File: config.mk
export PLATFORM = sky130hd
export DESIGN_NAME = asg_regs
export DESIGN_NICKNAME = d
export VERILOG_FILES = /design/src/asg_pkg.sv /design/src/asg_regs.sv
export SDC_FILE = /design/constraint.sdc
export NUM_CORES = 1
export LEC_CHECK = 0
export ABC_AREA = 1
export BUFFER_PORTS_ARGS = -buffer_cell sky130_fd_sc_hd__buf_2
export CAP_MARGIN = 20
export CELL_PAD_IN_SITES_DETAIL_PLACEMENT = 2
export CELL_PAD_IN_SITES_GLOBAL_PLACEMENT = 2
export CORE_UTILIZATION = 30
export CTS_CLUSTER_SIZE = 8
export DETAILED_ROUTE_END_ITERATION = 16
export GPL_ROUTABILITY_DRIVEN = 0
export PLACE_DENSITY_LB_ADDON = 0.1
export SKIP_LAST_GASP = 1
export SLEW_MARGIN = 15
export SYNTH_ARGS = -nofsm -noshare
export SYNTH_HDL_FRONTEND = slang
export SYNTH_SLANG_ARGS = --single-unit
File: constraint.sdc
create_clock -name clk -period 6.35 [get_ports clk]
set_input_delay 0.635 -clock clk [delete_from_list [all_inputs] [get_ports clk]]
set_output_delay 0.635 -clock clk [all_outputs]
set_load 0.1 [all_outputs]
File: src/asg_pkg.sv
package asg_pkg;

  ////////////////////////////////////////////////////////////////////////////
  // fixed width types
  ////////////////////////////////////////////////////////////////////////////

  typedef logic [16-1:0] cyc_t;   // burst data cycles
  typedef logic [32-1:0] dly_t;   // burst delay cycles
  typedef logic [16-1:0] rep_t;   // burst repetitions
  typedef logic [32-1:0] word_t;  // cpu bus word

  // sequencer states
  typedef enum logic [2-1:0] {
    SEQ_IDLE  = 2'b00,  // wait for trigger
    SEQ_DATA  = 2'b01,  // samples going out
    SEQ_DELAY = 2'b10   // pause between bursts
  } seq_state_t;

  ////////////////////////////////////////////////////////////////////////////
  // register map
  ////////////////////////////////////////////////////////////////////////////

  localparam logic [3-1:0] REG_CTRL = 3'd0;  // control bits
  localparam logic [3-1:0] REG_SIZE = 3'd1;  // table size, fixed point
  localparam logic [3-1:0] REG_STEP = 3'd2;  // pointer step
  localparam logic [3-1:0] REG_OFFS = 3'd3;  // start offset
  localparam logic [3-1:0] REG_BCYC = 3'd4;  // samples per burst - 1
  localparam logic [3-1:0] REG_BDLY = 3'd5;  // pause length
  localparam logic [3-1:0] REG_BNUM = 3'd6;  // number of bursts

  // control register bits
  localparam int unsigned CTRL_CLR  = 0;  // self clearing
  localparam int unsigned CTRL_TRG  = 1;  // self clearing
  localparam int unsigned CTRL_BENA = 2;
  localparam int unsigned CTRL_BINF = 3;

endpackage : asg_pkg

File: src/asg_regs.sv
`timescale 1ns/100ps

module asg_regs #(
  int unsigned DWO = 14,  // sample width
  int unsigned CWM = 8,   // table index width
  int unsigned CWF = 16   // pointer fraction width
)(
  input  logic                   clk,
  input  logic                   ctl_rst,
  // cpu bus
  input  logic                   bus_ena,
  input  logic                   bus_wen,
  input  logic [CWM:0]           bus_addr,   // top bit selects table
  input  asg_pkg::word_t         bus_wdata,
  output asg_pkg::word_t         bus_rdata,
  // configuration
  output logic [CWM+CWF-1:0]     cfg_size,
  output logic [CWM+CWF-1:0]     cfg_step,
  output logic [CWM+CWF-1:0]     cfg_offs,
  output logic                   cfg_bena,
  output logic                   cfg_binf,
  output asg_pkg::cyc_t          cfg_bcyc,
  output asg_pkg::dly_t          cfg_bdly,
  output asg_pkg::rep_t          cfg_bnum,
  // control pulses
  output logic                   sw_clr,
  output logic                   sw_trg,
  // table port
  output logic                   tbl_wen,
  output logic                   tbl_ren,
  output logic [CWM-1:0]         tbl_addr,
  output logic signed [DWO-1:0]  tbl_wdata,
  input  logic signed [DWO-1:0]  tbl_rdata   // one cycle after tbl_ren
);

  import asg_pkg::*;

  logic  reg_wen;   // register write this cycle
  logic  reg_ren;   // register read this cycle
  word_t reg_mux;   // register read-back, combinational
  word_t reg_rdata;
  logic  rd_tbl;    // last read went to the table

  ////////////////////////////////////////////////////////////////////////////
  // address decode
  ////////////////////////////////////////////////////////////////////////////

  assign reg_wen = bus_ena &  bus_wen & ~bus_addr[CWM];
  assign reg_ren = bus_ena & ~bus_wen & ~bus_addr[CWM];

  assign tbl_wen   = bus_ena &  bus_wen & bus_addr[CWM];
  assign tbl_ren   = bus_ena & ~bus_wen & bus_addr[CWM];
  assign tbl_addr  = bus_addr[CWM-1:0];
  assign tbl_wdata = bus_wdata[DWO-1:0];  // low bits only

  // register file plus self clearing ctrl pulses
  always_ff @(posedge clk) begin
    if (ctl_rst) begin
      cfg_size <= '0;
      cfg_step <= '0;
      cfg_offs <= '0;
      cfg_bena <= 1'b0;
      cfg_binf <= 1'b0;
      cfg_bcyc <= '0;
      cfg_bdly <= '0;
      cfg_bnum <= '0;
      sw_clr   <= 1'b0;
      sw_trg   <= 1'b0;
    end else begin
      sw_clr <= 1'b0;  // pulses last one cycle
      sw_trg <= 1'b0;
      if (reg_wen) begin
        case (bus_addr[2:0])
          REG_CTRL: begin
            sw_clr   <= bus_wdata[CTRL_CLR];
            sw_trg   <= bus_wdata[CTRL_TRG];
            cfg_bena <= bus_wdata[CTRL_BENA];
            cfg_binf <= bus_wdata[CTRL_BINF];
          end
          REG_SIZE: cfg_size <= bus_wdata[CWM+CWF-1:0];
          REG_STEP: cfg_step <= bus_wdata[CWM+CWF-1:0];
          REG_OFFS: cfg_offs <= bus_wdata[CWM+CWF-1:0];
          REG_BCYC: cfg_bcyc <= cyc_t'(bus_wdata);
          REG_BDLY: cfg_bdly <= dly_t'(bus_wdata);
          REG_BNUM: cfg_bnum <= rep_t'(bus_wdata);
          default: ;  // index 7 unused
        endcase
      end
    end
  end

  ////////////////////////////////////////////////////////////////////////////
  // read-back
  ////////////////////////////////////////////////////////////////////////////

  always_comb begin
    reg_mux = '0;
    case (bus_addr[2:0])
      REG_CTRL: begin
        reg_mux[CTRL_BENA] = cfg_bena;  // clr/trg read as zero
        reg_mux[CTRL_BINF] = cfg_binf;
      end
      REG_SIZE: reg_mux = word_t'(cfg_size);
      REG_STEP: reg_mux = word_t'(cfg_step);
      REG_OFFS: reg_mux = word_t'(cfg_offs);
      REG_BCYC: reg_mux = word_t'(cfg_bcyc);
      REG_BDLY: reg_mux = word_t'(cfg_bdly);
      REG_BNUM: reg_mux = word_t'(cfg_bnum);
      default:  reg_mux = '0;
    endcase
  end

  always_ff @(posedge clk) begin
    if (reg_ren) reg_rdata <= reg_mux;  // held until next register read
  end

  // which source answered the last read
  always_ff @(posedge clk) begin
    if (ctl_rst) begin
      rd_tbl <= 1'b0;
    end else if (bus_ena & ~bus_wen) begin
      rd_tbl <= bus_addr[CWM];
    end
  end

  // table samples sign extended to bus width
  assign bus_rdata = rd_tbl ? {{($bits(word_t)-DWO){tbl_rdata[DWO-1]}}, tbl_rdata}
                            : reg_rdata;

endmodule : asg_regs

==> results of run 1 <==
[stage by stage]
stage	hold WS (ps)	power [mW]	instance area [um^2]	util, %
3_3_place_gp	487	1.61	9750	34.9
5_1_grt	448	2.68	10300	37.0
6_report	437	2.60	10300	37.0
3_5_place_dp	500	1.62	9800	35.1
4_1_cts	435	2.62	10300	37.0
2_1_floorplan	711	1.53	8540	-
[state kept, by name, summed over array words and instances (netlist names)]
name	flops
reg_rdata	32
cfg_bdly	32
rd_tbl	1
cfg_bena	1
cfg_bcyc	16
cfg_size	24
cfg_bnum	16
cfg_offs	24
sw_trg	1
cfg_binf	1
cfg_step	24
sw_clr	1
[metal layers]
| metal | vias up | part of all wire [%] |
|---|---|---|
| met5 | - | 0 |
| met4 | 0 | 1.6 |
| met3 | 38 | 4.6 |
| met2 | 198 | 47 |
| met1 | 4374 | 47 |
| li1 | 4225 | - |
[power by group]
part	switching, mW	total [mW]	internal (mW)	leakage, nW
registers	0.0164	1.15	1.13	1.46
logic	0.371	0.441	0.0705	3.23
clock network	0.497	1.01	0.511	0.260
total	0.885	2.60	1.71	4.95
[worst paths after layout]
path | depth (start not counted) | to | slack (ps) | start
worst max-delay path | 3 | bus_rdata[15] | 2830 | rd_tbl
worst min-delay path | 2 | sw_clr | 440 | ctl_rst
worst min register to register | 2 | cfg_size[19] | 510 | cfg_size[19]
worst max register to register | 2 | rd_tbl | 5080 | rd_tbl
[cell type report]
| type | count | area share, % |
|---|---|---|
| sequential | 173 | 36.6 |
| multi-input combinational | 864 | 36.5 |
| timing repair buffer | 254 | 12.9 |
| tap | 378 | 4.57 |
| clock buffer | 19 | 4.19 |
| inverter | 114 | 4.19 |
| clock inverter | 13 | 1.04 |
[cell usage in the layout, fill, tap and decap left out, types with 3 or more instances in the layout]
cell type and count:
nor2_1 350, nand2_1 269, buf_2 244, nand3_1 157, dfxtp_1 140, inv_1 106
nand4_1 34, edfxtp_1 32, o21ai_0 19, clkbuf_16 17, mux2_2 13, nor2_4 9
buf_4 8, inv_2 6, nor2_2 4, clkinv_4 4, nand3_2 3, nor3_1 3
inv_6 3
[logic make-up after synthesis]
family	count (synthesis)	synth area share [%]
simple gates	831	40.9
mux	13	1.71
flops	173	44.3
buf+inv	219	12.0
compound gates	20	1.17
[critical path: stages, from the launching register on]
cell and delay (ps):
dfxtp_2 890, nand2_1 670, o21ai_0 360, buf_2 500
==> results.cfg, run 1 <==
[timing]
finClkSkew_ps = 12.7
final.setup.tns_ps = 0
setup_violations = 0
fmax_mhz = 284
slew_violations = 0
relSlewSlack_pct = 30.6
hold_viol = 0
fin_crit_sh_pct = 55.5
worst_slew_pin_slew_ps = 1040
fin_ws_ps = 2830
fin_crit_ps = 3520
rsz0062_at_grt = false

[outcome]
outcome = completed

[floorplanning]
die_w_um = 171
start_util_pct = 30.6
die-area_um2 = 29200
rows = 61
io_pins = 255
coreArea_um2 = 27900
fp.dieH_um = 171

[clocking]
postCtsSetupBuffers = 0
cts_root_buf = clkbuf_16
path_clk_slew_ps = 80
cts_tree = done
numCtsBuffers = 17
clk_latency_ps = 440
cts.sinks = 173
postCtsHoldBufs = 0
cts.htree.levels = 4
cts_resized = 0
cts_buffer_depth = 2

[place]
place_ws_ps = 3000
dpl.hpwl_mm = 23.9
port_buffers = 244
dp_cells = 1783

[global_route]
grt_usage_pct = 24.2
grt-ovfl-total = 0
grt_pass1_wl_mm = 52.5
grt-busiest-layer = met2
met3_usage_pct = 3.79
met1_usage_pct = 32.1
grt_pass1_vias = 8952
grt_max_degree = 91
grt_use_met2_pct = 40.4
antenna_found_initial = 0

[logic_synthesis]
ys_ff_latch = 173
synthTopCellsByCount = 355 x nor2_1, 269 x nand2_1, 157 x nand3_1
yosysTopAreaCellShare_pct = 33.0
avgSynthCellArea_um2 = 6.80
synth_cells = 1256
synth.distinct_cells = 22
synth_top_cell_by_area = dfxtp_1
synth_most_common_cell = nor2_1
synthesis.nets = 1315
ys_warn_count = 0
postSynth.asyncResetShare_pct = 0
synth_flop_cell = dfxtp_1
syn-cell-area_um2 = 8540
netlist_top_cells_area = dfxtp_1 33%, nor2_1 16%, nand2_1 12%
yosysSeqAreaShare_pct = 44.3
synth-edff-count = 32

[setup_path]
worstPathRequired_ps = 5710
path_max_fanout = 34
arrival_ps = 2890
end_kind = output pin
cp-start-kind = register
crit_type = register to output pin

[power_and_ir_drop]
vdd_ir_drop_max_v = 0.000131
powerDensity_nw_per_um2 = 251
p_leak_nw = 4.95

[layout]
multi_input_area_um2 = 3770
drive_above_1_share_pct = 22.5
final_nets = 1483
fin_cells = 1815
areaGrowthSynthToFinish_pct = 21.0
nFillCells = 3485
diodes = 0
seqCellArea_um2 = 3780

[detailed_routing]
first_pass_iters = 5
via_per_inst = 4.87
drtAntennaViolNets = 0
drt-total-wl_mm = 34.8
drtIter0Drc = 360
avgRoutedWirePerCell_um = 19.2
vias = 8835
drc = 0

[flow_run]
max_cap_viol_count = 0

[hold_path]
hold_path_class = primary input to register
(Power assumes the default switching activity.)
==> inputs of run 2 (changes only) <==
--- a/config.mk
+++ b/config.mk
@@ -5,12 +5,12 @@
 export SDC_FILE = /design/constraint.sdc
 export NUM_CORES = 1
 export LEC_CHECK = 0
-export ABC_AREA = 1
+export ABC_AREA = 0
 export BUFFER_PORTS_ARGS = -buffer_cell sky130_fd_sc_hd__buf_2
 export CAP_MARGIN = 20
 export CELL_PAD_IN_SITES_DETAIL_PLACEMENT = 2
 export CELL_PAD_IN_SITES_GLOBAL_PLACEMENT = 2
-export CORE_UTILIZATION = 30
+export CORE_UTILIZATION = 29
 export CTS_CLUSTER_SIZE = 8
 export DETAILED_ROUTE_END_ITERATION = 16
 export GPL_ROUTABILITY_DRIVEN = 0
==> constraint.sdc (replaced) <==
create_clock -name clk -period 3.25 [get_ports clk]
set_input_delay 0.325 -clock clk [delete_from_list [all_inputs] [get_ports clk]]
set_output_delay 0.325 -clock clk [all_outputs]
set_load 0.1 [all_outputs]
==> run 2 against run 1 <==
Net effect: critical path type unchanged; highest routed layer unchanged; routed wire length about the same; register-to-register slack got worse by 3100 ps; final cell count decreased by 21%; synthesized area decreased by 6.7%; utilization decreased by 0.41 points; non-clock buffer count increased by 14; clock-buffer cell count increased by 4; sequential share of layout area increased by 1.8 points; first-iteration DRC count increased by 21%; via count decreased by 9.8%.
==> results.cfg, run 2 <==
[logic_synthesis]
postSynth.asyncResetShare_pct = 0
synthesis.nets = 969
synth_most_common_cell = o21ai_0
synth-edff-count = 32
syn-cell-area_um2 = 7970
netlist_top_cells_area = dfxtp_1 35%, edfxtp_1 12%, o21ai_0 9.6%
synth_cells = 910
synth.distinct_cells = 37
synthTopCellsByCount = 153 x o21ai_0, 144 x a21oi_1, 141 x dfxtp_1
avgSynthCellArea_um2 = 8.76
synth_top_cell_by_area = dfxtp_1
ys_ff_latch = 173
yosysSeqAreaShare_pct = 47.5
yosysTopAreaCellShare_pct = 35.4
ys_warn_count = 0
synth_flop_cell = dfxtp_1

[timing]
hold_viol = 0
setup_violations = 0
relSlewSlack_pct = 42.6
slew_violations = 0
fin_crit_ps = 2490
final.setup.tns_ps = 0
fmax_mhz = 402
rsz0062_at_grt = false
finClkSkew_ps = 15.1
worst_slew_pin_slew_ps = 861
fin_crit_sh_pct = 76.6

[layout]
areaGrowthSynthToFinish_pct = 23.8
final_common_cell = buf_2
final_cell_area_um2 = 9870
final_nets = 1136
drive_above_1_share_pct = 31.9
top_regs = cfg_bdly: 32 flops, reg_rdata: 32 flops
final_cell_mix = 243 x buf_2, 153 x o21ai_0, 144 x a21oi_1

[floorplanning]
rows = 60
die_w_um = 168
coreArea_um2 = 27000
fp.dieH_um = 168
start_util_pct = 29.6
io_pins = 255
die-area_um2 = 28200

[global_route]
grt-ovfl-total = 0
grt_pass1_wl_mm = 52.5
grt_pass1_vias = 8242
grt_usage_pct = 24.6
grt_max_degree = 65
antenna_found_initial = 1

[detailed_routing]
drtIter0Drc = 434
drc = 0
avgRoutedWirePerCell_um = 24.3
first_pass_iters = 5
via_per_inst = 5.57
drt-total-wl_mm = 34.8
drtAntennaViolNets = 0
vias = 7973

[power_and_ir_drop]
powerDensity_nw_per_um2 = 512
vdd_ir_drop_max_v = 0.000240
p_leak_nw = 3.94

[clocking]
postCtsHoldBufs = 0
cts.sinks = 173
cts_buffer_depth = 2
postCtsSetupBuffers = 0
cts_resized = 0
path_clk_slew_ps = 70
cts_tree = done
cts.htree.levels = 4
numCtsBuffers = 17
clk_latency_ps = 440
cts_root_buf = clkbuf_16

[setup_path]
crit_type = register to output pin
cp-start-kind = register
arrival_ps = 2160
worstPathRequired_ps = 2920
path_max_fanout = 22
end_kind = output pin

[hold_path]
hold_path_class = primary input to register

[place]
port_buffers = 244
dpl-instance-area_um2 = 9270
dpl.hpwl_mm = 22.1

[outcome]
outcome = completed

[flow_run]
max_cap_viol_count = 0
run 2: cell types whose count changed after synthesis, sizes merged, moves of 22 or more:
cell    delta
a21oi    +143
inv       -92
nand2    -254
nand4     -34
nor2     -360
o21ai    +155
a22oi     +22
mux2      +23
clkbuf    +26
nand3     -24
run 2: per-layer routing:
metal  routed length [um]  GRT usage, %  vias up
met4                  748          8.02        0
met1                16400          33.5     4063
met3                 1340          3.76       38
li1                     -             -     3636
met2                16300          39.9      236
met5                    0             0        -
run 2: critical path, stage by stage, from the launching register on:
cell and delay [ps]:
dfxtp_2 600, nand2_1 460, o21ai_0 220, buf_2 450
run 2: layout make-up:
class / count / area, um^2
Multi-Input combinational cell: 595 / 3510
Inverter: 22 / 82.6
Timing Repair Buffer: 268 / 1470
Tap cell: 341 / 427
Antenna cell: 1 / 2.50
Clock buffer: 23 / 522
Fill cell: 3076 / 17100
Sequential cell: 173 / 3780
Clock inverter: 9 / 68.8
run 2: power by group:
group	internal, mW	leakage (nW)	total (mW)	switching (mW)
sequential	2.20	1.46	2.22	0.0181
clock	1.15	0.293	2.10	0.951
combinational	0.123	2.19	0.732	0.609
total	3.48	3.94	5.05	1.58
run 2: final timing paths:
kind / startpoint / to / slack [ps] / cells past startpoint
setup / recovery: rd_tbl / bus_rdata[14] / 760 / 3
hold / removal: bus_wdata[31] / cfg_bdly[31] / 140 / 3
setup reg to reg: cfg_offs[4] / reg_rdata[4] / 1990 / 3
hold reg to reg: cfg_bdly[25] / cfg_bdly[25] / 500 / 2
run 2: stage by stage:
step	total power [mW]	util, %	instances	setup WS [ps]	hold slack [ps]
2_1_floorplan	2.82	-	910	178	473
3_3_place_gp	3.00	34.4	1398	904	475
3_5_place_dp	3.00	34.4	1398	742	489
4_1_cts	5.10	36.6	1430	649	126
5_1_grt	5.21	36.6	1432	478	138
6_report	5.05	36.6	1432	760	138
run 2: cell families (layout without fill, tap and decap cells):
group           count (synthesis)  count (layout)  share of synthesized area (%)
compound gates                362             362                           24.4
buf+inv                       142             322                           9.05
flops                         173             173                           47.5
mux                            41              41                           5.87
other cells                     0               1                              0
simple gates                  192             192                           13.2
