## src/asg_pkg.sv

```systemverilog
package asg_pkg;

  ////////////////////////////////////////////////////////////////////////////
  // fixed width types
  ////////////////////////////////////////////////////////////////////////////

  typedef logic [16-1:0] cyc_t;   // burst data cycles
  typedef logic [32-1:0] dly_t;   // burst delay cycles
  typedef logic [16-1:0] rep_t;   // burst repetitions
  typedef logic [32-1:0] word_t;  // cpu bus word

  // sequencer states
  typedef enum logic [2-1:0] {
    SEQ_IDLE  = 2'b00,  // wait for trigger
    SEQ_DATA  = 2'b01,  // samples going out
    SEQ_DELAY = 2'b10   // pause between bursts
  } seq_state_t;

  ////////////////////////////////////////////////////////////////////////////
  // register map
  ////////////////////////////////////////////////////////////////////////////

  localparam logic [3-1:0] REG_CTRL = 3'd0;  // control bits
  localparam logic [3-1:0] REG_SIZE = 3'd1;  // table size, fixed point
  localparam logic [3-1:0] REG_STEP = 3'd2;  // pointer step
  localparam logic [3-1:0] REG_OFFS = 3'd3;  // start offset
  localparam logic [3-1:0] REG_BCYC = 3'd4;  // samples per burst - 1
  localparam logic [3-1:0] REG_BDLY = 3'd5;  // pause length
  localparam logic [3-1:0] REG_BNUM = 3'd6;  // number of bursts

  // control register bits
  localparam int unsigned CTRL_CLR  = 0;  // self clearing
  localparam int unsigned CTRL_TRG  = 1;  // self clearing
  localparam int unsigned CTRL_BENA = 2;
  localparam int unsigned CTRL_BINF = 3;

endpackage : asg_pkg

```

## src/asg_seq.sv

```systemverilog
`timescale 1ns/100ps

module asg_seq #(
  int unsigned CWM = 8,   // table index width
  int unsigned CWF = 16   // pointer fraction width
)(
  input  logic                clk,
  input  logic                ctl_rst,
  // triggers and clear
  input  logic                trg_in,    // external, pulse or level
  input  logic                sw_clr,
  input  logic                sw_trg,
  // configuration
  input  logic [CWM+CWF-1:0]  cfg_size,
  input  logic [CWM+CWF-1:0]  cfg_step,
  input  logic [CWM+CWF-1:0]  cfg_offs,
  input  logic                cfg_bena,
  input  logic                cfg_binf,
  input  asg_pkg::cyc_t       cfg_bcyc,
  input  asg_pkg::dly_t       cfg_bdly,
  input  asg_pkg::rep_t       cfg_bnum,
  // stream read request
  output logic                rd_en,
  output logic [CWM-1:0]      rd_idx,
  output logic                trg_o      // burst start marker
);

  import asg_pkg::*;

  seq_state_t state;

  cyc_t cnt_cyc;  // data cycles left in burst
  dly_t cnt_dly;  // pause cycles left
  rep_t cnt_rep;  // bursts left, current one included

  logic [CWM+CWF-1:0] ptr;      // fixed point read pointer
  logic [CWM+CWF  :0] ptr_sum;  // extra bit for overflow
  logic [CWM+CWF-1:0] ptr_nxt;
  logic               ptr_wrap;

  logic start;    // trigger accepted from idle
  logic bst_end;  // last cycle of a burst incl. pause
  logic restart;  // next burst follows directly

  ////////////////////////////////////////////////////////////////////////////
  // trigger and burst decisions
  ////////////////////////////////////////////////////////////////////////////

  // triggers only count in idle, ignored while running
  assign start = (trg_in | sw_trg) & (state == SEQ_IDLE);

  assign bst_end = cfg_bena &
                   (((state == SEQ_DATA) & (cnt_cyc == '0) & (cnt_dly == '0)) |
                    ((state == SEQ_DELAY) & (cnt_dly == '0)));

  assign restart = bst_end & (cfg_binf | (cnt_rep > rep_t'(1)));

  assign trg_o = start | restart;  // one pulse per burst

  ////////////////////////////////////////////////////////////////////////////
  // modulo pointer
  ////////////////////////////////////////////////////////////////////////////

  assign ptr_sum  = {1'b0, ptr} + {1'b0, cfg_step};
  assign ptr_wrap = ptr_sum > {1'b0, cfg_size};  // past last entry
  always_comb begin
    if (ptr_wrap) ptr_nxt = ptr_sum[CWM+CWF-1:0] - cfg_size - 1'b1;
    else          ptr_nxt = ptr_sum[CWM+CWF-1:0];
  end

  ////////////////////////////////////////////////////////////////////////////
  // state machine and counters
  ////////////////////////////////////////////////////////////////////////////

  always_ff @(posedge clk) begin
    if (ctl_rst | sw_clr) begin
      state   <= SEQ_IDLE;
      cnt_cyc <= '0;
      cnt_dly <= '0;
      cnt_rep <= '0;
      ptr     <= '0;
    end else if (trg_o) begin
      // new burst, from idle or back to back
      state   <= SEQ_DATA;
      cnt_cyc <= cfg_bcyc;
      cnt_dly <= cfg_bdly;
      if (start)         cnt_rep <= cfg_bnum;
      else if (!cfg_binf) cnt_rep <= cnt_rep - 1'b1;
      ptr     <= cfg_offs;  // every burst restarts at offset
    end else begin
      case (state)
        SEQ_DATA: begin
          ptr <= ptr_nxt;
          if (cfg_bena) begin  // continuous mode never leaves
            if (cnt_cyc != '0)      cnt_cyc <= cnt_cyc - 1'b1;
            else if (cnt_dly != '0) state   <= SEQ_DELAY;
            else                    state   <= SEQ_IDLE;  // last burst, no pause
          end
        end
        SEQ_DELAY: begin
          if (cnt_dly != '0) cnt_dly <= cnt_dly - 1'b1;
          else               state   <= SEQ_IDLE;  // all bursts played
        end
        default: ;  // idle waits for trigger
      endcase
    end
  end

  // read request toward table
  assign rd_en  = (state == SEQ_DATA);
  assign rd_idx = ptr[CWF +: CWM];  // integer part

endmodule : asg_seq

```

## config.mk

```make
export PLATFORM = sky130hd
export DESIGN_NAME = asg_seq
export DESIGN_NICKNAME = d
export VERILOG_FILES = /design/src/asg_pkg.sv /design/src/asg_seq.sv
export SDC_FILE = /design/constraint.sdc
export NUM_CORES = 1
export LEC_CHECK = 0
export BUFFER_PORTS_ARGS = -buffer_cell sky130_fd_sc_hd__buf_2
export CAP_MARGIN = 25
export CORE_MARGIN = 2
export CORE_UTILIZATION = 34
export DETAILED_ROUTE_END_ITERATION = 10
export HOLD_SLACK_MARGIN = 0.03
export PLACE_DENSITY = 0.66
export SETUP_SLACK_MARGIN = 0.5
export SLEW_MARGIN = 20
export SYNTH_ARGS = -nofsm -noshare
export SYNTH_HDL_FRONTEND = slang
export SYNTH_SLANG_ARGS = --single-unit
```

## constraint.sdc

```tcl
create_clock -name clk -period 6.6 [get_ports clk]
set_input_delay 0.33 -clock clk [delete_from_list [all_inputs] [get_ports clk]]
set_output_delay 0.33 -clock clk [all_outputs]
set_load 0.005 [all_outputs]
```

==> results of run 1 <==
-- logic make-up (layout without fill, tap and decap cells) --
family	after synthesis	in the layout	synth area share [%]
multiplexers	20	20	2.68
AND/OR/NAND/NOR	319	319	21.3
adder cells (fa/ha/maj)	55	55	9.40
buffers and inverters	95	223	5.59
other	0	2	0
flip-flops	90	90	24.1
XOR/XNOR	65	65	7.61
AO/OA/AOI/OAI	330	330	29.3
-- per-layer routing --
metal,up-vias,global-route usage (%),wire length [µm]
met2,254,31.3,10400
li1,3866,-,-
met1,3625,26.9,11000
met5,-,0,0
met4,0,5.61,464
met3,26,3.04,1390
-- area by class of cell --
type	count	area, µm²
Tap cell	280	350
Fill cell	2239	13000
Clock buffer	9	225
Sequential cell	90	1800
Multi-Input combinational cell	789	5260
Timing Repair Buffer	159	813
Clock inverter	7	70.1
Antenna cell	2	5.00
Inverter	48	180
-- worst min path at each step --
stage          slack [ns]                startpoint  depth (start not counted)                  endpoint
2_1_floorplan        0.44  cnt_dly[16]$_SDFFE_PP0P_                          1  cnt_dly[16]$_SDFFE_PP0P_
3_3_place_gp         0.47  cnt_dly[16]$_SDFFE_PP0P_                          1  cnt_dly[16]$_SDFFE_PP0P_
3_5_place_dp         0.47  cnt_dly[16]$_SDFFE_PP0P_                          1  cnt_dly[16]$_SDFFE_PP0P_
4_1_cts              0.21               cfg_bdly[8]                          3   cnt_dly[8]$_SDFFE_PP0P_
5_1_grt              0.22               cfg_bdly[8]                          3   cnt_dly[8]$_SDFFE_PP0P_
6_report             0.22               cfg_bdly[8]                          3   cnt_dly[8]$_SDFFE_PP0P_
-- flip-flops by register name, indices dropped and copies added (netlist names) --
name     count
cnt_rep     16
cnt_dly     32
cnt_cyc     16
state        2
ptr         24
-- report_power, final --
part | internal [µW] | switching, µW
Sequential | 573 | 28.0
Clock | 266 | 263
Combinational | 306 | 435
Total | 1140 | 727
-- worst max-delay path, stage by stage (launching register included) --
cell and delay, ns:
dfxtp_1 0.33, ha_1 0.38, a2111oi_0 0.45, nor3_1 0.15
a21boi_0 0.37, a21boi_0 0.21, a311oi_1 0.33, nor2_1 0.11
ha_1 0.41, nand4_1 0.27, nor4_1 0.41, a21boi_0 0.22
a2111oi_0 0.09, o21ai_0 0.47, a21o_1 0.50, buf_4 0.32
mux2i_1 0.24, o22ai_1 0.09
-- through the flow --
stage	area (µm²)	power [µW]	cells	util (%)
floorplan	7480	1150	974	-
global placement	8400	1340	1366	38.8
detailed placement	8400	1340	1366	38.8
CTS	8700	1880	1382	40.1
global route	8700	1990	1383	40.1
finish	8700	1870	1384	40.1
-- cells in the final DEF, fill, tap and decap left out, types with 8 or more instances in the layout --
master and instances:
a21oi_1 111, o21ai_0 58, xor2_1 25, ha_1 53, nor4_1 11, a21o_1 14, o221a_2 9, nor2_1 90
inv_1 47, xnor2_1 40, o211ai_1 8, nor3_1 27, a211oi_1 24, nand2b_1 9, or3_1 11, mux2i_1 20
and3_1 31, nand3_1 27, o22ai_1 19, dfxtp_1 90, nand2_1 72, buf_2 152, a31oi_1 14, clkbuf_16 9
==> results.tsv, run 1 <==
metric	value	unit
status	finished clean	
syn_avg_cell_area	7.68	µm²
cp-endpoint	ptr[17]$_SDFFE_PP0P_	
antenna_found_initial	1	
slew_headroom	33.3	%
rsz0062_at_grt	no	
critical_path.startpoint_type	flop	
cts.reportedPaths.clkPinSlew	0.07	ns
path_class	flop to flop	
cts_resized	0	
h-tree-depth	3	
clkLatencyLatePin	0.36	ns
drive_gt1_share	18.8	%
cts_root_buffer	clkbuf_16	
yosys-top-cells-area	dfxtp_1 24%, ha_1 8.9%, a21oi_1 7.4%	
worstHoldPathType	primary input to flop	
r2r_cells	17	
hpwl	17300	µm
post-route-period-util	83.7	%
grt_pass1_wl	37400	µm
r2r_end	ptr[17]$_SDFFE_PP0P_	
startpoint	ptr[6]$_SDFFE_PP0P_	
place_ws	1.03	ns
synth-edff-count	0	
fp-row-count	54	
grt_overflow	0	
setup_violations	0	
netlist_top_cells_count	111 x a21oi_1, 90 x dfxtp_1, 90 x nor2_1	
yosys_warnings	0	
power_leakage	0.00383	µW
clockBufferDepth	2	
arrival	5.72	ns
maxSlewViolCount	0	
postCtsHoldBufs	0	
async_reset_ff_share	0	%
grt_pass1_vias	7363	
dr_total_vias	7771	
syn_area	7480	µm²
syn_nets	1172	
grtUsageTotal	19.4	%
ios	153	
drtAntennaViolNets	0	
worst_pin_slew	0.998	ns
cts_sinks	90	
critPathMaxFanout	11	
synth.top_cell.area_share	24.1	%
wl_per_cell	16.8	µm
setup_ws	1.08	ns
gp_congestion	0.935	
synth_flop_cell	dfxtp_1	
cts_tree	done	
r2r-start	ptr[6]$_SDFFE_PP0P_	
synth.most_common_cell	a21oi_1	
layout.nets	1295	
dieHeight	152	µm
whs	0.223	ns
powerDensity	215	nW/µm²
cp.required	6.80	ns
core-area	21700	µm²
synth.ff_latch_count	90	
fin_crit	5.52	ns
drc	0	
start_util	34.5	%
grt_max_degree	74	
yosysSeqAreaShare	24.1	%
fmax	0.181	GHz
io_buffers	152	
fin_tns_setup	0	ns
worstSetupEndpointType	flop	
netlist_instances	974	
syn_to_final_growth	16.4	%
die_width	152	µm
cts_inserted_buffers	9	
first_pass_iters	5	
cts_setup_buffers	0	
die-area	23200	µm²
viasPerCell	5.61	
synthDistinctLibCells	75	
rrSetupSlack	1.08	ns
yosysTopAreaCell	dfxtp_1	
drt-total-wl	23200	µm
ir_drop	0.102	mV
drtIter0Drc	484	
maxCapViolCount	0	
clock-skew-final	0.0140	ns
final_hold_viol_count	0	
Note: power is estimated with default switching activity, not from simulation.
==> run 2, diff against run 1 <==
--- a/config.mk
+++ b/config.mk
@@ -5,13 +5,14 @@
 export SDC_FILE = /design/constraint.sdc
 export NUM_CORES = 1
 export LEC_CHECK = 0
+export ABC_AREA = 1
 export BUFFER_PORTS_ARGS = -buffer_cell sky130_fd_sc_hd__buf_2
 export CAP_MARGIN = 25
 export CORE_MARGIN = 2
 export CORE_UTILIZATION = 34
 export DETAILED_ROUTE_END_ITERATION = 10
 export HOLD_SLACK_MARGIN = 0.03
-export PLACE_DENSITY = 0.66
+export PLACE_DENSITY = 0.65
 export SETUP_SLACK_MARGIN = 0.5
 export SLEW_MARGIN = 20
 export SYNTH_ARGS = -nofsm -noshare
==> constraint.sdc (replaced) <==
create_clock -name clk -period 5.2 [get_ports clk]
set_input_delay 0.26 -clock clk [delete_from_list [all_inputs] [get_ports clk]]
set_output_delay 0.26 -clock clk [all_outputs]
set_load 0.005 [all_outputs]
==> run 2 against run 1 <==
Effect of this change: clock skew barely moved; combinational power rose by 63%; non-clock buffer count rose by 1; largest cell class unchanged; sequential cell count did not move; global-route usage rose by 0.42 points; maximum frequency rose by 32%; final cell count rose by 33%; largest power group unchanged; clock power rose by 29%; hold slack got worse by 0.054 ns.
==> results.tsv, run 2 <==
metric	value	unit	change
gp_congestion	0.958		was 0.935
grt_max_degree	56		was 74
fin_tns_setup	0	ns	unchanged
critPathMaxFanout	25		was 11
maxSlewViolCount	0		unchanged
reg_top3	cnt_dly (32), ptr (24)		unchanged
clockBufferDepth	2		unchanged
wl_per_cell	14.5	µm	was 16.8 µm
drc	0		unchanged
final_common_cell	nand2_1		was buf_2
yosysSeqAreaShare	21.2	%	was 24.1%
layout_common_cells	364 x nand2_1, 167 x inv_1, 152 x buf_2, 135 x nor2_1, 108 x nand3_1		was 152 x buf_2, 111 x a21oi_1, 90 x nor2_1, 90 x dfxtp_1, 72 x nand2_1
cp.required	5.48	ns	was 6.80 ns
drtIter0Drc	753		was 484
largest_reg_flops	32		unchanged
postCtsHoldBufs	0		unchanged
critical_path.startpoint_type	flop		unchanged
crit_top_cell	nand2_1		was a21boi_0
cts.reportedPaths.clkPinSlew	0.08	ns	was 0.07 ns
yosysTopAreaCell	dfxtp_1		unchanged
worst_pin_slew	0.892	ns	was 0.998 ns
die-area	26300	µm²	was 23200 µm²
clkLatencyLatePin	0.35	ns	was 0.36 ns
die_width	162	µm	was 152 µm
grtUsageTotal	19.8	%	was 19.4%
grt_overflow	0		unchanged
ir_drop	0.171	mV	was 0.102 mV
antenna_found_initial	0		was 1
clock-skew-final	0.0142	ns	was 0.0140 ns
core-area	24500	µm²	was 21700 µm²
largest_register	cnt_dly		unchanged
insertedDiodeCount	0		was 2
cts_setup_buffers	0		unchanged
maxCapViolCount	0		unchanged
worstSetupEndpointType	flop		unchanged
drt-total-wl	26600	µm	was 23200 µm
pwr-share-seq	29.0	%	was 32.1%
syn_to_final_growth	14.8	%	was 16.4%
sw_frac_of_total	43.4	%	was 38.8%
cts_sinks	90		unchanged
synth.ff_latch_count	90		unchanged
syn_avg_cell_area	6.13	µm²	was 7.68 µm²
r2r_cells	25		was 17
worstHoldPathType	primary input to flop		unchanged
layout.nets	1704		was 1295
power_leakage	0.00490	µW	was 0.00383 µW
synth-edff-count	0		unchanged
fin_total_pwr	2670	µW	was 1870 µW
start_util	34.8	%	was 34.5%
slowest_delay	0.35	ns	was 0.50 ns
fin_crit	4.20	ns	was 5.52 ns
netlist_instances	1388		was 974
startpoint	ptr[11]$_SDFFE_PP0P_		was ptr[6]$_SDFFE_PP0P_
drive_gt1_share	14.2	%	was 18.8%
dieHeight	162	µm	was 152 µm
r2r-start	ptr[11]$_SDFFE_PP0P_		was ptr[6]$_SDFFE_PP0P_
syn_nets	1586		was 1172
combPwrFrac	45.4	%	was 39.6%
drtAntennaViolNets	0		unchanged
setup_violations	0		unchanged
status	finished clean		unchanged
p_sw	1160	µW	was 727 µW
cpMaxStageDelayCell	ha_1		was a21o_1
internal-power	1510	µW	was 1140 µW
async_reset_ff_share	0	%	unchanged
grt_pass1_vias	8254		was 7363
netlist_top_cells_count	364 x nand2_1, 167 x inv_1, 137 x nor2_1		was 111 x a21oi_1, 90 x dfxtp_1, 90 x nor2_1
slew_headroom	40.6	%	was 33.3%
path_class	flop to flop		unchanged
cts_tree	done		unchanged
synth.top_cell.area_share	21.2	%	was 24.1%
io_buffers	152		unchanged
viasPerCell	4.95		was 5.61
syn_area	8500	µm²	was 7480 µm²
cts_inserted_buffers	9		unchanged
h-tree-depth	3		unchanged
rrSetupSlack	1.00	ns	was 1.08 ns
p_clk_share	25.5	%	was 28.3%
synth_flop_cell	dfxtp_1		unchanged
cts_root_buffer	clkbuf_16		unchanged
grt_pass1_wl	42000	µm	was 37400 µm
rsz0062_at_grt	no		unchanged
final_hold_viol_count	0		unchanged
yosys_warnings	0		unchanged
hpwl	20800	µm	was 17300 µm
yosys-top-cells-area	dfxtp_1 21%, nand2_1 16%, ha_1 7.8%		was dfxtp_1 24%, ha_1 8.9%, a21oi_1 7.4%
arrival	4.48	ns	was 5.72 ns
powerDensity	273	nW/µm²	was 215 nW/µm²
ios	153		unchanged
fmax	0.238	GHz	was 0.181 GHz
synthDistinctLibCells	47		was 75
r2r_end	ptr[2]$_SDFFE_PP0P_		was ptr[17]$_SDFFE_PP0P_
post-route-period-util	80.7	%	was 83.7%
synth.most_common_cell	nand2_1		was a21oi_1
first_pass_iters	5		unchanged
fp-row-count	57		was 54
cp-endpoint	ptr[2]$_SDFFE_PP0P_		was ptr[17]$_SDFFE_PP0P_
dr_total_vias	9085		was 7771
[run 2: cell types whose count changed after synthesis, moves of 21 or more]
cell / delta
nor2_1: +47
xor2_1: +30
inv_1: +120
and3_1: -31
nand2_1: +292
nand3_1: +81
a31oi_1: +21
a211oi_1: -23
[run 2: area by class of cell]
cell class | count | area [µm²]
clock buffers | 9 | 225
clock inverters | 7 | 83.8
fillers | 2658 | 14700
inverters | 176 | 661
multi-input cells | 1069 | 5750
flip-flops and latches | 90 | 1800
well taps | 324 | 405
repair buffers | 160 | 833
[run 2: metal layers]
layer / global-route usage (%) / vias up / wire length [µm]
li1: - / 4767 / -
met1: 27.8 / 4019 / 12700
met2: 32.8 / 281 / 12100
met3: 2.20 / 18 / 1520
met4: 4.18 / 0 / 348
met5: 0 / - / 0
[run 2: worst max-delay path, delay by kind of cell (launching register included)]
kind / cells / cell delay (ns)
buffers and inverters: 1 / 0.06
adders and majority gates: 2 / 0.68
AOI/OAI and AO/OA: 7 / 1.39
and+or+nand+nor: 15 / 1.68
DFF: 1 / 0.33
[run 2: timing repair]
action                                  in CTS  in global routing
hold endpoints to repair                     0                  0
endpoints found under the setup margin       0                 24
resized for setup                            0                  2
[run 2: through the flow]
step	cells	cell area (µm²)	utilization, %	hold slack, ns	setup WS (ns)
floorplan	1388	8500	-	0.421	1.75
detailed placement	1818	9420	38.5	0.462	0.709
finish	1835	9760	39.9	0.169	1.00
global placement	1818	9420	38.5	0.452	0.784
CTS	1834	9730	39.8	0.159	0.762
global route	1835	9760	39.9	0.168	0.536
[run 2: worst min path at each step]
stage	from	to	slack [ns]	cells after the start
floorplan	cfg_bnum[0]	cnt_rep[0]$_SDFFE_PP0P_	0.42	2
global placement	cnt_rep[9]$_SDFFE_PP0P_	cnt_rep[9]$_SDFFE_PP0P_	0.45	2
detailed placement	cnt_rep[9]$_SDFFE_PP0P_	cnt_rep[9]$_SDFFE_PP0P_	0.46	2
CTS	cfg_bdly[10]	cnt_dly[10]$_SDFFE_PP0P_	0.16	3
global route	cfg_bdly[5]	cnt_dly[5]$_SDFFE_PP0P_	0.17	3
finish	cfg_bdly[10]	cnt_dly[10]$_SDFFE_PP0P_	0.17	3
[run 2: cell families after synthesis]
kind of cell             synth area share (%)
AND/OR/NAND/NOR                          34.3
AO/OA/AOI/OAI                            16.6
buffers and inverters                    11.4
flip-flops                               21.2
XOR/XNOR                                 8.14
adder cells (fa/ha/maj)                  8.27
[run 2: power by group through the flow]
stage	clock network (µW)	registers, µW	logic [µW]
final	681	775	1210
after global routing	727	781	1370
after CTS	703	774	1200
after detailed placement	0	790	1190
after global placement	0	790	1190
after floorplan	0	779	906
